===== config.mk =====
export PLATFORM = sky130hd
export DESIGN_NAME = lsu_top
export DESIGN_NICKNAME = d
export VERILOG_FILES = /design/src/rtl/lsu_pkg.sv /design/src/rtl/dccm_if.sv /design/src/rtl/dccm_mem.sv /design/src/rtl/lsu_dccm_ctl.sv /design/src/rtl/lsu_stbuf.sv /design/src/rtl/lsu_top.sv
export SDC_FILE = /design/constraint.sdc
export NUM_CORES = 2
export LEC_CHECK = 0
export BUFFER_PORTS_ARGS = -buffer_cell sky130_fd_sc_hd__buf_2
export CAP_MARGIN = 20
export CORE_MARGIN = 3
export CORE_UTILIZATION = 45
export CTS_CLUSTER_SIZE = 12
export DETAILED_ROUTE_END_ITERATION = 12
export PLACE_DENSITY = 0.7
export SYNTH_ARGS = -nofsm -noshare
export SYNTH_HDL_FRONTEND = slang
export SYNTH_SLANG_ARGS = --single-unit

===== constraint.sdc =====
create_clock -name clk -period 5.2 [get_ports clk]
set_input_delay 0.52 -clock clk [delete_from_list [all_inputs] [get_ports clk]]
set_output_delay 0.52 -clock clk [all_outputs]
set_load 0.005 [all_outputs]

===== src/rtl/lsu_pkg.sv =====
`default_nettype none

package lsu_pkg;

   localparam int ADDR_W  = 16;               // byte address width
   localparam int DATA_W  = 32;               // dccm word
   localparam int BYTES   = 4;                // bytes per word
   localparam int OFF_W   = $clog2(BYTES);    // byte offset inside a word
   localparam int WADDR_W = ADDR_W - OFF_W;   // word address, full range

   // access size as carried in the request
   typedef enum logic [1:0] {
      SZ_BYTE = 2'd0,
      SZ_HALF = 2'd1,
      SZ_WORD = 2'd2
   } lsu_size_t;

   // one request, valid only in its strobe cycle
   typedef struct packed {
      logic              valid;
      logic              load;
      logic              store;
      lsu_size_t         size;
      logic [ADDR_W-1:0] addr;    // byte address, loads may be unaligned
   } lsu_pkt_t;

   // right justified byte mask for a size, shift by the offset to place it
   function automatic logic [BYTES-1:0] size_byteen(input lsu_size_t sz);
      logic [BYTES-1:0] be;
      case (sz)
         SZ_BYTE: be = 4'b0001;
         SZ_HALF: be = 4'b0011;
         default: be = 4'b1111;    // word
      endcase
      return be;
   endfunction

endpackage

`default_nettype wire


===== src/rtl/dccm_if.sv =====
`default_nettype none

// single write port, lo/hi read pair for unaligned loads
interface dccm_if import lsu_pkg::*; #(
   parameter int IDX_W = 6    // word index width
) ();

   logic              wren;         // store buffer drain
   logic [IDX_W-1:0]  wr_addr;
   logic [DATA_W-1:0] wr_data;      // already in its byte lanes
   logic [BYTES-1:0]  wr_byteen;

   logic              rden;         // dc1 load
   logic [IDX_W-1:0]  rd_addr_lo;   // word of the start address
   logic [IDX_W-1:0]  rd_addr_hi;   // word of the end address
   logic [DATA_W-1:0] rd_data_lo;   // valid in dc2
   logic [DATA_W-1:0] rd_data_hi;

   modport ctl (
      output wren, wr_addr, wr_data, wr_byteen,
      output rden, rd_addr_lo, rd_addr_hi,
      input  rd_data_lo, rd_data_hi
   );

   modport mem (
      input  wren, wr_addr, wr_data, wr_byteen,
      input  rden, rd_addr_lo, rd_addr_hi,
      output rd_data_lo, rd_data_hi
   );

endinterface

`default_nettype wire


===== src/rtl/dccm_mem.sv =====
`default_nettype none

module dccm_mem import lsu_pkg::*; #(
   parameter int DCCM_WORDS = 64
) (
   input logic clk,
   dccm_if.mem mem
);

   logic [DATA_W-1:0] ram [DCCM_WORDS];    // word array, no reset

   // byte lane writes, sub-word stores never touch the other lanes
   always_ff @(posedge clk) begin
      if (mem.wren) begin
         for (int b = 0; b < BYTES; b++) begin
            if (mem.wr_byteen[b]) begin
               ram[mem.wr_addr][8*b +: 8] <= mem.wr_data[8*b +: 8];
            end
         end
      end
   end

   // both read ports flop on rden, data shows up in dc2
   // read and write never share a cycle, so no bypass needed
   always_ff @(posedge clk) begin
      if (mem.rden) begin
         mem.rd_data_lo <= ram[mem.rd_addr_lo];
         mem.rd_data_hi <= ram[mem.rd_addr_hi];    // same word as lo when aligned
      end
   end

endmodule

`default_nettype wire


===== src/rtl/lsu_dccm_ctl.sv =====
`default_nettype none

module lsu_dccm_ctl import lsu_pkg::*; #(
   parameter int DCCM_WORDS = 64
) (
   input  logic               clk,
   input  logic               rst_n,
   input  lsu_pkt_t           pkt_dc1,
   input  logic               head_valid,      // store buffer head
   input  logic [WADDR_W-1:0] head_addr,
   input  logic [DATA_W-1:0]  head_data,
   input  logic [BYTES-1:0]   head_byteen,
   output logic               commit,          // head wins the port
   output logic [WADDR_W-1:0] fwd_addr_lo,     // start word of the dc1 load
   output logic [WADDR_W-1:0] fwd_addr_hi,     // end word of the dc1 load
   input  logic [DATA_W-1:0]  fwd_data_lo,
   input  logic [DATA_W-1:0]  fwd_data_hi,
   input  logic [BYTES-1:0]   fwd_byteen_lo,
   input  logic [BYTES-1:0]   fwd_byteen_hi,
   dccm_if.ctl                dccm,
   output logic               ld_valid,        // dc3
   output logic [DATA_W-1:0]  ld_data          // right justified, zero extended
);

   localparam int IDX_W = $clog2(DCCM_WORDS);

   logic                rden_dc1;
   logic [ADDR_W-1:0]   end_addr_dc1;        // last byte of the load
   logic                valid_dc2;
   logic                valid_dc3;
   logic [OFF_W-1:0]    off_dc2;
   logic [OFF_W-1:0]    off_dc3;
   lsu_size_t           size_dc2;
   lsu_size_t           size_dc3;
   logic [2*DATA_W-1:0] fwd_data_dc2;        // {hi, lo}
   logic [2*DATA_W-1:0] fwd_data_dc3;
   logic [2*BYTES-1:0]  fwd_byteen_dc2;
   logic [2*BYTES-1:0]  fwd_byteen_dc3;
   logic [2*DATA_W-1:0] mem_data_dc3;        // dccm lo/hi pair
   logic [2*DATA_W-1:0] merged_dc3;
   logic [DATA_W-1:0]   shifted_dc3;
   logic [DATA_W-1:0]   size_mask_dc3;
   logic [BYTES-1:0]    size_be_dc3;

   assign rden_dc1 = pkt_dc1.valid & pkt_dc1.load;    // only loads read, no rmw

   always_comb begin
      case (pkt_dc1.size)
         SZ_BYTE: end_addr_dc1 = pkt_dc1.addr;
         SZ_HALF: end_addr_dc1 = pkt_dc1.addr + ADDR_W'(1);
         default: end_addr_dc1 = pkt_dc1.addr + ADDR_W'(3);
      endcase
   end

   assign fwd_addr_lo = pkt_dc1.addr[ADDR_W-1:OFF_W];
   assign fwd_addr_hi = end_addr_dc1[ADDR_W-1:OFF_W];

   // single port, the drain loses to any dc1 load
   assign commit = head_valid & ~rden_dc1;

   assign dccm.wren       = commit;
   assign dccm.wr_addr    = head_addr[IDX_W-1:0];
   assign dccm.wr_data    = head_data;
   assign dccm.wr_byteen  = head_byteen;
   assign dccm.rden       = rden_dc1;
   assign dccm.rd_addr_lo = fwd_addr_lo[IDX_W-1:0];
   assign dccm.rd_addr_hi = fwd_addr_hi[IDX_W-1:0];

   always_ff @(posedge clk or negedge rst_n) begin
      if (!rst_n) begin
         valid_dc2 <= 1'b0;
         valid_dc3 <= 1'b0;
      end else begin
         valid_dc2 <= rden_dc1;
         valid_dc3 <= valid_dc2;
      end
   end

   // forwarded bytes are a dc1 snapshot, same cycle the dccm is read
   always_ff @(posedge clk) begin
      if (rden_dc1) begin
         off_dc2        <= pkt_dc1.addr[OFF_W-1:0];
         size_dc2       <= pkt_dc1.size;
         fwd_data_dc2   <= {fwd_data_hi, fwd_data_lo};
         fwd_byteen_dc2 <= {fwd_byteen_hi, fwd_byteen_lo};
      end
      if (valid_dc2) begin
         off_dc3        <= off_dc2;
         size_dc3       <= size_dc2;
         fwd_data_dc3   <= fwd_data_dc2;
         fwd_byteen_dc3 <= fwd_byteen_dc2;
         mem_data_dc3   <= {dccm.rd_data_hi, dccm.rd_data_lo};    // memory output of dc2
      end
   end

   // per byte, the store buffer copy wins over the dccm copy
   always_comb begin
      for (int i = 0; i < 2*BYTES; i++) begin
         merged_dc3[8*i +: 8] = fwd_byteen_dc3[i] ? fwd_data_dc3[8*i +: 8] :
                                                    mem_data_dc3[8*i +: 8];
      end
   end

   assign shifted_dc3 = DATA_W'(merged_dc3 >> {off_dc3, 3'b000});    // right justify
   assign size_be_dc3 = size_byteen(size_dc3);

   always_comb begin
      for (int b = 0; b < BYTES; b++) begin
         size_mask_dc3[8*b +: 8] = {8{size_be_dc3[b]}};
      end
   end

   assign ld_valid = valid_dc3;
   assign ld_data  = shifted_dc3 & size_mask_dc3;    // zero extend byte/half

   a_port_excl: assert property (@(posedge clk) disable iff (!rst_n)
      !(dccm.wren && dccm.rden))
      else $error("dccm read and write in same cycle");

endmodule

`default_nettype wire


===== src/rtl/lsu_stbuf.sv =====
`default_nettype none

module lsu_stbuf import lsu_pkg::*; #(
   parameter int STBUF_DEPTH = 4
) (
   input  logic               clk,
   input  logic               rst_n,
   input  logic               push,           // store strobe
   input  logic [ADDR_W-1:0]  push_addr,
   input  logic [DATA_W-1:0]  push_data,      // right justified store data
   input  lsu_size_t          push_size,
   output logic               full,
   output logic               head_valid,     // oldest entry waiting to drain
   output logic [WADDR_W-1:0] head_addr,
   output logic [DATA_W-1:0]  head_data,
   output logic [BYTES-1:0]   head_byteen,
   input  logic               commit,         // head written to dccm this cycle
   input  logic [WADDR_W-1:0] fwd_addr_lo,    // dc1 load words
   input  logic [WADDR_W-1:0] fwd_addr_hi,
   output logic [DATA_W-1:0]  fwd_data_lo,
   output logic [DATA_W-1:0]  fwd_data_hi,
   output logic [BYTES-1:0]   fwd_byteen_lo,
   output logic [BYTES-1:0]   fwd_byteen_hi
);

   localparam int PTR_W = (STBUF_DEPTH > 1) ? $clog2(STBUF_DEPTH) : 1;
   localparam int CNT_W = $clog2(STBUF_DEPTH + 1);

   logic [WADDR_W-1:0] addr_q   [STBUF_DEPTH];    // word address per entry
   logic [DATA_W-1:0]  data_q   [STBUF_DEPTH];    // data in byte lanes
   logic [BYTES-1:0]   byteen_q [STBUF_DEPTH];
   logic [PTR_W-1:0]   wr_ptr;
   logic [PTR_W-1:0]   rd_ptr;
   logic [CNT_W-1:0]   count;                     // occupied entries
   logic [OFF_W-1:0]   push_off;
   logic               push_aligned;

   function automatic logic [PTR_W-1:0] ptr_inc(input logic [PTR_W-1:0] p);
      return (p == PTR_W'(STBUF_DEPTH - 1)) ? '0 : p + 1'b1;    // wrap for any depth
   endfunction

   // walk oldest to youngest, later matches overwrite earlier bytes
   function automatic logic [BYTES+DATA_W-1:0] fwd_word(input logic [WADDR_W-1:0] waddr);
      logic [DATA_W-1:0] d;
      logic [BYTES-1:0]  be;
      int                idx;
      d   = '0;
      be  = '0;
      idx = int'(rd_ptr);
      for (int k = 0; k < STBUF_DEPTH; k++) begin
         if ((k < int'(count)) && (addr_q[idx] == waddr)) begin
            for (int b = 0; b < BYTES; b++) begin
               if (byteen_q[idx][b]) begin
                  d[8*b +: 8] = data_q[idx][8*b +: 8];
                  be[b]       = 1'b1;
               end
            end
         end
         idx = (idx == STBUF_DEPTH - 1) ? 0 : idx + 1;
      end
      return {be, d};
   endfunction

   assign push_off = push_addr[OFF_W-1:0];

   always_ff @(posedge clk) begin
      if (push) begin
         addr_q[wr_ptr]   <= push_addr[ADDR_W-1:OFF_W];
         data_q[wr_ptr]   <= push_data << {push_off, 3'b000};      // move into its lanes
         byteen_q[wr_ptr] <= size_byteen(push_size) << push_off;
      end
   end

   always_ff @(posedge clk or negedge rst_n) begin
      if (!rst_n) begin
         wr_ptr <= '0;
         rd_ptr <= '0;
         count  <= '0;
      end else begin
         if (push) begin
            wr_ptr <= ptr_inc(wr_ptr);
         end
         if (commit) begin
            rd_ptr <= ptr_inc(rd_ptr);
         end
         case ({push, commit})
            2'b10:   count <= count + 1'b1;
            2'b01:   count <= count - 1'b1;
            default: count <= count;    // both or neither
         endcase
      end
   end

   assign full        = (count == CNT_W'(STBUF_DEPTH));
   assign head_valid  = (count != '0);
   assign head_addr   = addr_q[rd_ptr];
   assign head_data   = data_q[rd_ptr];
   assign head_byteen = byteen_q[rd_ptr];

   always_comb begin
      {fwd_byteen_lo, fwd_data_lo} = fwd_word(fwd_addr_lo);
      {fwd_byteen_hi, fwd_data_hi} = fwd_word(fwd_addr_hi);
   end

   // stores are naturally aligned, so one entry never spans two words
   always_comb begin
      case (push_size)
         SZ_BYTE: push_aligned = 1'b1;
         SZ_HALF: push_aligned = ~push_off[0];
         SZ_WORD: push_aligned = (push_off == '0);
         default: push_aligned = 1'b0;    // no such size
      endcase
   end

   a_no_push_full: assert property (@(posedge clk) disable iff (!rst_n) push |-> !full)
      else $error("store pushed while store buffer full");

   a_no_commit_empty: assert property (@(posedge clk) disable iff (!rst_n)
      commit |-> head_valid)
      else $error("commit with empty store buffer");

   a_push_aligned: assert property (@(posedge clk) disable iff (!rst_n) push |-> push_aligned)
      else $error("misaligned store pushed");

endmodule

`default_nettype wire


===== src/rtl/lsu_top.sv =====
`default_nettype none

module lsu_top import lsu_pkg::*; #(
   parameter int DCCM_WORDS  = 64,
   parameter int STBUF_DEPTH = 4
) (
   input  logic              clk,
   input  logic              rst_n,
   input  logic              req_valid,     // one cycle strobe
   input  logic              req_store,     // else load
   input  lsu_size_t         req_size,
   input  logic [ADDR_W-1:0] req_addr,
   input  logic [DATA_W-1:0] req_wdata,     // right justified
   output logic              ld_valid,
   output logic [DATA_W-1:0] ld_data,
   output logic              stbuf_full     // source holds stores while high
);

   localparam int IDX_W = $clog2(DCCM_WORDS);

   lsu_pkt_t           pkt_dc1;
   logic               push;
   logic               head_valid;
   logic [WADDR_W-1:0] head_addr;
   logic [DATA_W-1:0]  head_data;
   logic [BYTES-1:0]   head_byteen;
   logic               commit;
   logic [WADDR_W-1:0] fwd_addr_lo;
   logic [WADDR_W-1:0] fwd_addr_hi;
   logic [DATA_W-1:0]  fwd_data_lo;
   logic [DATA_W-1:0]  fwd_data_hi;
   logic [BYTES-1:0]   fwd_byteen_lo;
   logic [BYTES-1:0]   fwd_byteen_hi;

   dccm_if #(.IDX_W(IDX_W)) dccm_bus ();

   // request strobe cycle is dc1
   assign pkt_dc1.valid = req_valid;
   assign pkt_dc1.load  = req_valid & ~req_store;
   assign pkt_dc1.store = req_valid & req_store;
   assign pkt_dc1.size  = req_size;
   assign pkt_dc1.addr  = req_addr;

   assign push = pkt_dc1.store;    // stores go straight to the buffer

   lsu_stbuf #(.STBUF_DEPTH(STBUF_DEPTH)) stbuf_inst (
      .clk, .rst_n, .push,
      .push_addr(req_addr), .push_data(req_wdata), .push_size(req_size),
      .full(stbuf_full),
      .head_valid, .head_addr, .head_data, .head_byteen, .commit,
      .fwd_addr_lo, .fwd_addr_hi,
      .fwd_data_lo, .fwd_data_hi, .fwd_byteen_lo, .fwd_byteen_hi
   );

   lsu_dccm_ctl #(.DCCM_WORDS(DCCM_WORDS)) dccm_ctl_inst (
      .clk, .rst_n, .pkt_dc1,
      .head_valid, .head_addr, .head_data, .head_byteen, .commit,
      .fwd_addr_lo, .fwd_addr_hi,
      .fwd_data_lo, .fwd_data_hi, .fwd_byteen_lo, .fwd_byteen_hi,
      .dccm(dccm_bus.ctl),
      .ld_valid, .ld_data
   );

   dccm_mem #(.DCCM_WORDS(DCCM_WORDS)) dccm_mem_inst (
      .clk,
      .mem(dccm_bus.mem)
   );

endmodule

`default_nettype wire

# After elaboration in Yosys (flattened, before gate mapping)
# Memory sizes are Yosys's and may differ from the RTL's. A register that Yosys moved wholly into a read port is not among the register bits.
# Index checks and enable logic that the tools add are counted.
dict set report word_totals {
  register_bits 225
  latchBits 0
  ramBits 2248
  romBits 0
  in_bits 54
  out_inout_bits 34
  wordCells 175
  n_memories 4
}
dict set report op_classes {
  add_sub_neg 9
  multipliers 0
  n_div 0
  order_cmp 4
  eq_ne 18
  shift 3
  n_mux 104
  bitwise 7
  reduce_logical 12
}
# name words width rd rd_ports_with_merged_regs wr line_no
set mem_list {}
lappend mem_list {dccm_mem_inst.ram 64 32 2 2 1 dccm_mem.sv:10} ;# logic [DATA_W-1:0] ram [DCCM_WORDS];
lappend mem_list {stbuf_inst.data_q 4 32 4 0 1 lsu_stbuf.sv:30} ;# logic [DATA_W-1:0] data_q [STBUF_DEPTH];
lappend mem_list {stbuf_inst.addr_q 4 14 4 0 1 lsu_stbuf.sv:29} ;# logic [WADDR_W-1:0] addr_q [STBUF_DEPTH];
lappend mem_list {stbuf_inst.byteen_q 4 4 4 0 1 lsu_stbuf.sv:31} ;# logic [BYTES-1:0] byteen_q [STBUF_DEPTH];
# operator count
set ops {}
lappend ops {{$mux W32} 10}
lappend ops {{$mux W8} 36}
lappend ops {{$eq A14 B14 Y1} 8}
lappend ops {{$eq A32 B3 Y1 const B} 2}
lappend ops {{$shr A64 B5 Y32} 1}
lappend ops {{$mux W1} 42}
lappend ops {{$mux W4} 9}
lappend ops {{$add A32 B2 Y32 const B} 1}
lappend ops {{$and A32 B32 Y32} 1}
lappend ops {{$pmux W16 S2} 1}
lappend ops {{$shl A32 B5 Y32} 1}
lappend ops {{$add A16 B1 Y16 const B} 1}
lappend ops {{$add A16 B2 Y16 const B} 1}
lappend ops {{$pmux W4 S2} 2}
lappend ops {{$eq A2 B1 Y1 const B} 4}
lappend ops {{$logic_and A1 B1 Y1} 8}
lappend ops {{$eq A2 B2 Y1 const B} 3}
lappend ops {{$lt A1 B3 Y1 const A} 2}
lappend ops {{$lt A2 B3 Y1 const A} 2}
lappend ops {{$mux W2} 3}
lappend ops {{$pmux W3 S2} 1}
lappend ops {{$add A2 B1 Y2 const B} 2}
lappend ops {{$and A1 B1 Y1} 4}
lappend ops {{$logic_not A2 Y1} 2}
lappend ops {{9 further kinds} 10}

# Longest topological paths before layout
dict set report logic_depth {
  word_depth 11
  mapped_depth 15
}

# By module
# A second synthesis with hierarchy kept.
dict set report hier_totals {
  cells_unflattened 6651
  hier_area_um2 121880.6
}
# module instances cells_each area_each_um2 seq_area_each_um2
set by_module_without_submodules {}
lappend by_module_without_submodules {dccm_mem 1 4704 97519.8 63420.8}
lappend by_module_without_submodules {lsu_stbuf 1 1402 16163.0 6180.9}
lappend by_module_without_submodules {lsu_dccm_ctl 1 543 8181.6 5755.5}
lappend by_module_without_submodules {lsu_top 1 2 16.3 0.0}

# Worst setup path after synthesis
# Ideal clock, no wire load.
dict set report synth_timing {
  path_type {in2reg}
  startpoint {input req_store}
  endpoint {memory dccm_mem_inst.ram[56][16], enable pin}
  t_arrival_ns 7.746
  setup_slack_ns -2.824
  cell_stages 6
  n_path_buf 1
  path_cell_list {nor2b_1 a21oi_1 and2_1 clkbuf_1 nand2_1 nor2_1}
}
dict set report synth_between {
  elab_chain_cells 7
}
# element line_no
set synth_lines {}
lappend synth_lines {{start: declaration} lsu_top.sv:10} ;# input logic req_store,
lappend synth_lines {{$not A1 Y1} lsu_top.sv:39} ;# assign pkt_dc1.load = req_valid & ~req_store;
lappend synth_lines {{$and A1 B1 Y1} lsu_top.sv:39}
lappend synth_lines {{$and A1 B1 Y1} lsu_dccm_ctl.sv:45} ;# assign rden_dc1 = pkt_dc1.valid & pkt_dc1.load;
lappend synth_lines {{$not A1 Y1} lsu_dccm_ctl.sv:59} ;# assign commit = head_valid & ~rden_dc1;
lappend synth_lines {{$and A1 B1 Y1} lsu_dccm_ctl.sv:59}
lappend synth_lines {{via commit} lsu_top.sv:27} ;# logic commit;
lappend synth_lines {{$mux W1} dccm_mem.sv:14} ;# if (mem.wren) begin
lappend synth_lines {{$mux W1 (not written as such)} dccm_mem.sv:17} ;# ram[mem.wr_addr][8*b +: 8] <= mem.wr_data[8*b +: 8];
lappend synth_lines {{end: declaration} dccm_mem.sv:10}
# The timed path passes the listed nets, and every way through them passes these cells.

# Final worst setup path
dict set report layout_timing {
  startpoint {register stbuf_inst.rd_ptr[0]}
  endpoint {register dccm_ctl_inst.fwd_data_dc2[0] (data pin)}
}
dict set report layout_between {
  elab_chain_cells 10
  word_cells_on_any_way 28
}
# element line_no
set layout_lines {}
lappend layout_lines {{start: declaration} lsu_stbuf.sv:33} ;# logic [PTR_W-1:0] rd_ptr;
lappend layout_lines {{start signal: assignment} lsu_stbuf.sv:84} ;# rd_ptr <= ptr_inc(rd_ptr);
lappend layout_lines {{$add A2 B1 Y3, or another cell as far along} lsu_stbuf.sv:59} ;# idx = (idx == STBUF_DEPTH - 1) ? 0 : idx + 1;
lappend layout_lines {{$mux W32 or $eq A14 B14 Y1 (tied branches)} {lsu_stbuf.sv:59, lsu_stbuf.sv:51}}
lappend layout_lines {{$add A32 B2 Y32, or another cell as far along} lsu_stbuf.sv:59}
lappend layout_lines {{$mux W32, or another cell as far along} lsu_stbuf.sv:59}
lappend layout_lines {{$eq A32 B3 Y1, or another cell as far along} lsu_stbuf.sv:59}
lappend layout_lines {{$mux W2, or another cell as far along} lsu_stbuf.sv:59}
lappend layout_lines {{$mem_v2 Z4 W14, or another cell as far along} n/a}
lappend layout_lines {{$eq A14 B14 Y1 or $mux W32 (tied branches)} lsu_stbuf.sv:51} ;# if ((k < int'(count)) && (addr_q[idx] == waddr)) begin
lappend layout_lines {{$logic_and A1 B1 Y1 or $mux W8 (tied branches)} {lsu_stbuf.sv:51, lsu_stbuf.sv:53}}
lappend layout_lines {{$mux W32 (*)} lsu_stbuf.sv:51}
lappend layout_lines {{via dccm_ctl_inst.fwd_data_lo[0]} lsu_dccm_ctl.sv:16} ;# input logic [DATA_W-1:0] fwd_data_lo,
lappend layout_lines {{end signal: assignment} lsu_dccm_ctl.sv:84} ;# fwd_data_dc2 <= {fwd_data_hi, fwd_data_lo};
lappend layout_lines {{end: declaration} lsu_dccm_ctl.sv:35} ;# logic [2*DATA_W-1:0] fwd_data_dc2;
# The timed path passes the listed nets; every way through them passes the cells marked *.
# A chain may end at the register's enable or synchronous reset.

==> results_dict.tcl <==
set metrics [dict create \
    outcome "complete, no violations" \
    synth.distinct_cells 76 \
    slew_violations 0 \
    power.density_mw_per_mm2 458 \
    die_w_um 515 \
    drc 0 \
    synth_cells 6156 \
    critical_path.startpoint "stbuf_inst.rd_ptr[0]$_DFFE_PN0P_" \
    layout_setup_ws_ps 572 \
    power_uw 60100 \
    die_y_um 515 \
    max-cap-violations 0 \
    final_cell_mix "edfxtp_1, mux4_2, buf_4, nand2_1, nor2_1" \
    dp_hpwl_um 218000 \
    worst_pin_slew_ps 1190 \
    crit_type "register to register" \
    grt_pass1_vias 65300 \
    cts_max_level 5 \
    core_sq_mm 0.257 \
    ant_nets 0 \
    r2r_end "dccm_ctl_inst.fwd_data_dc2[0]$_DFFE_PP_" \
    rows 186 \
    nNetsFinal 6533 \
    layout_commonest_cell "edfxtp_1" \
    netlist.top_cell.by_area "edfxtp_1" \
    first_pass_iters 6 \
    synthArstFlopShare_pct 0.360 \
    yosysTopAreaCellShare_pct 64.2 \
    clk_pin_slew_ps 60 \
    p_int_uw 41400 \
    drive_gt1_share_pct 32.0 \
    wirelength_um 334000 \
    max_slew_margin_pct 20.0 \
    via_count 66900 \
    ys.flop_type "edfxtp_1" \
    grt_usage_pct 24.9 \
    syn_to_final_growth_pct 12.5 \
    critPathLaunchType "register" \
    cts_tree "built" \
    fin_area_sq_mm 0.131 \
    power_frac_clock_pct 29.7 \
    seq_power_share_pct 43.8 \
    num_io_pins 88 \
    syn_area_sq_mm 0.117 \
    max-clock-path-buffers 4 \
    dieArea_sq_mm 0.265 \
    synthesis.nets 6221 \
    cp_max_fo 62 \
    start_util_pct 45.3 \
    p_leak_uw 0.0417 \
    synth_area_leaders "edfxtp_1, mux4_2, mux2i_1" \
    cp-end-kind "register" \
    yosysWarnings 0 \
    cp.arrival_ps 5290 \
    vdd_drop_max_mv 0.365 \
    cts_resized 0 \
    fin_skew_ps 47.7 \
    drtIter0Drc 10600 \
    hold_viol_final 0 \
    p_switching_uw 18800 \
    yosysSeqAreaShare_pct 64.4 \
    synth_seq_cells 2503 \
    gp_congestion 0.927 \
    overflow 0 \
    syn_area_per_cell_sq_um 19.0 \
    worstRegToRegCells 9 \
    fin_setup_tns_ps 0 \
    io_buffers 87 \
    rsz0062_at_grt "false" \
    crit_path_end "dccm_ctl_inst.fwd_data_dc2[0]$_DFFE_PP_" \
    grt_max_degree 124 \
    place_ws_ps 368 \
    setup_violations 0 \
    cts-root-buf "clkbuf_16" \
    numCtsBuffers 278 \
    cp.required_ps 5860 \
    comb_power_share_pct 26.5 \
    grt_pass1_wl_um 480000 \
    reg2reg_from "stbuf_inst.rd_ptr[0]$_DFFE_PN0P_" \
    place_area_sq_mm 0.123 \
    switching_share_pct 31.2 \
    clk_latency_ps 920 \
    fin_crit_sh_pct 89.0 \
    rrSetupSlack_ps 570 \
    avgViaCountPerCell 6.70 \
    cts.sinks 2503 \
    antenna_found_initial 9 \
    fin_crit_ps 4630 \
    fmax_ghz 0.216 \
    wl_per_cell_um 33.4 \
    hold_path_class "primary input to register" \
    synth_edf_count 2494 \
]
stage by stage:
step	hold slack, ps	util (%)	instances
2_1_floorplan	224	-	6156
3_3_place_gp	385	47.9	9562
3_5_place_dp	389	47.9	9562
4_1_cts	1.59	51.0	9978
5_1_grt	32.7	51.0	9981
6_report	58.4	51.0	9985
cell type report:
| cell class | instances | area, sq um |
|---|---|---|
| Clock buffer | 334 | 7300 |
| Clock inverter | 74 | 597 |
| Multi-Input combinational cell | 3146 | 39700 |
| Fill cell | 20200 | 126000 |
| Antenna cell | 5 | 12.5 |
| Timing Repair Buffer | 514 | 4260 |
| Inverter | 25 | 93.8 |
| Sequential cell | 2503 | 75100 |
| Tap cell | 3384 | 4230 |
flip-flops by register name (all words and copies together) (netlist names), 3 cells and up:
signal                        flops
dccm_mem_inst.ram              2048
stbuf_inst.data_q               128
dccm_ctl_inst.fwd_data_dc2       56
dccm_ctl_inst.fwd_data_dc3       56
dccm_ctl_inst.mem_data_dc3       56
stbuf_inst.addr_q                56
dccm_mem_inst.mem.rd_data_lo     32
dccm_mem_inst.mem.rd_data_hi     24
stbuf_inst.byteen_q              16
dccm_ctl_inst.fwd_byteen_dc2      7
dccm_ctl_inst.fwd_byteen_dc3      7
stbuf_inst.count                  3
synthesized netlist by cell type (14+ instances only):
master,n
edfxtp_1,2494
mux4_2,1201
nand2_1,362
clkbuf_1,312
nor2_1,301
mux2i_1,210
and2_1,126
a211oi_1,123
a31oi_1,113
buf_1,88
a21oi_1,74
buf_2,72
xnor2_1,59
nand3_1,55
o21ai_0,54
nand4_1,50
and3_1,31
xor2_1,30
mux2_2,27
nand3b_1,26
inv_1,25
a22o_1,23
xnor3_1,18
nor2b_1,16
o21ai_1,16
o22ai_1,16
a21boi_0,15
nand2b_1,15
o311ai_1,15
o211ai_1,14
worst min path at each step:
stage	from	endpoint	slack (ps)	depth (start not counted)
after floorplan	rst_n	dccm_ctl_inst.ld_valid$_DFF_PN0_	220	0
after global placement	rst_n	dccm_ctl_inst.ld_valid$_DFF_PN0_	380	1
after detailed placement	rst_n	stbuf_inst.wr_ptr[0]$_DFFE_PN0P_	390	1
after CTS	req_wdata[7]	stbuf_inst.data_q[1][7]$_DFFE_PP_	2	2
after global routing	req_wdata[7]	stbuf_inst.data_q[1][7]$_DFFE_PP_	30	2
final	req_wdata[0]	stbuf_inst.data_q[2][0]$_DFFE_PP_	60	2
routing by layer:
layer,GRT usage [%],routed length [um]
met5,0,98
met3,5.50,38200
met4,8.38,12600
met2,38.2,156000
met1,35.6,127000
critical path, stage by stage, from the launching register on:
cell and delay, ps:
dfrtp_4 540, ha_4 190, nor2_4 110, buf_12 400
mux4_2 640, xnor2_1 250, nand4_1 170, nor4_2 990
nand2_1 560, o22ai_1 530
what timing repair did:
action,in CTS,in global routing
setup buffers,0,0
hold buffers,8,0
endpoints found under the hold margin,30,0
cell families (layout without fill, tap and decap cells):
logic type	count (synthesis)	count (layout)	share of synthesized area, %
flops	2503	2503	64.4
mux	1439	1439	25.3
simple gates	1058	1058	4.37
compound gates	529	529	3.08
buf+inv	507	947	1.76
xor+xnor	109	109	1.05
fa+ha+maj	11	11	0.118
other cells	0	5	0
power groups by stage:
stage	Clock (uW)	Sequential (uW)	Combinational (uW)
after floorplan	0	26500	9570
after global placement	0	26700	15400
after detailed placement	0	26700	15700
after CTS	18100	26300	15800
after global routing	18900	26400	16600
final	17900	26300	15900
Power figures use the tool's default switching activity.
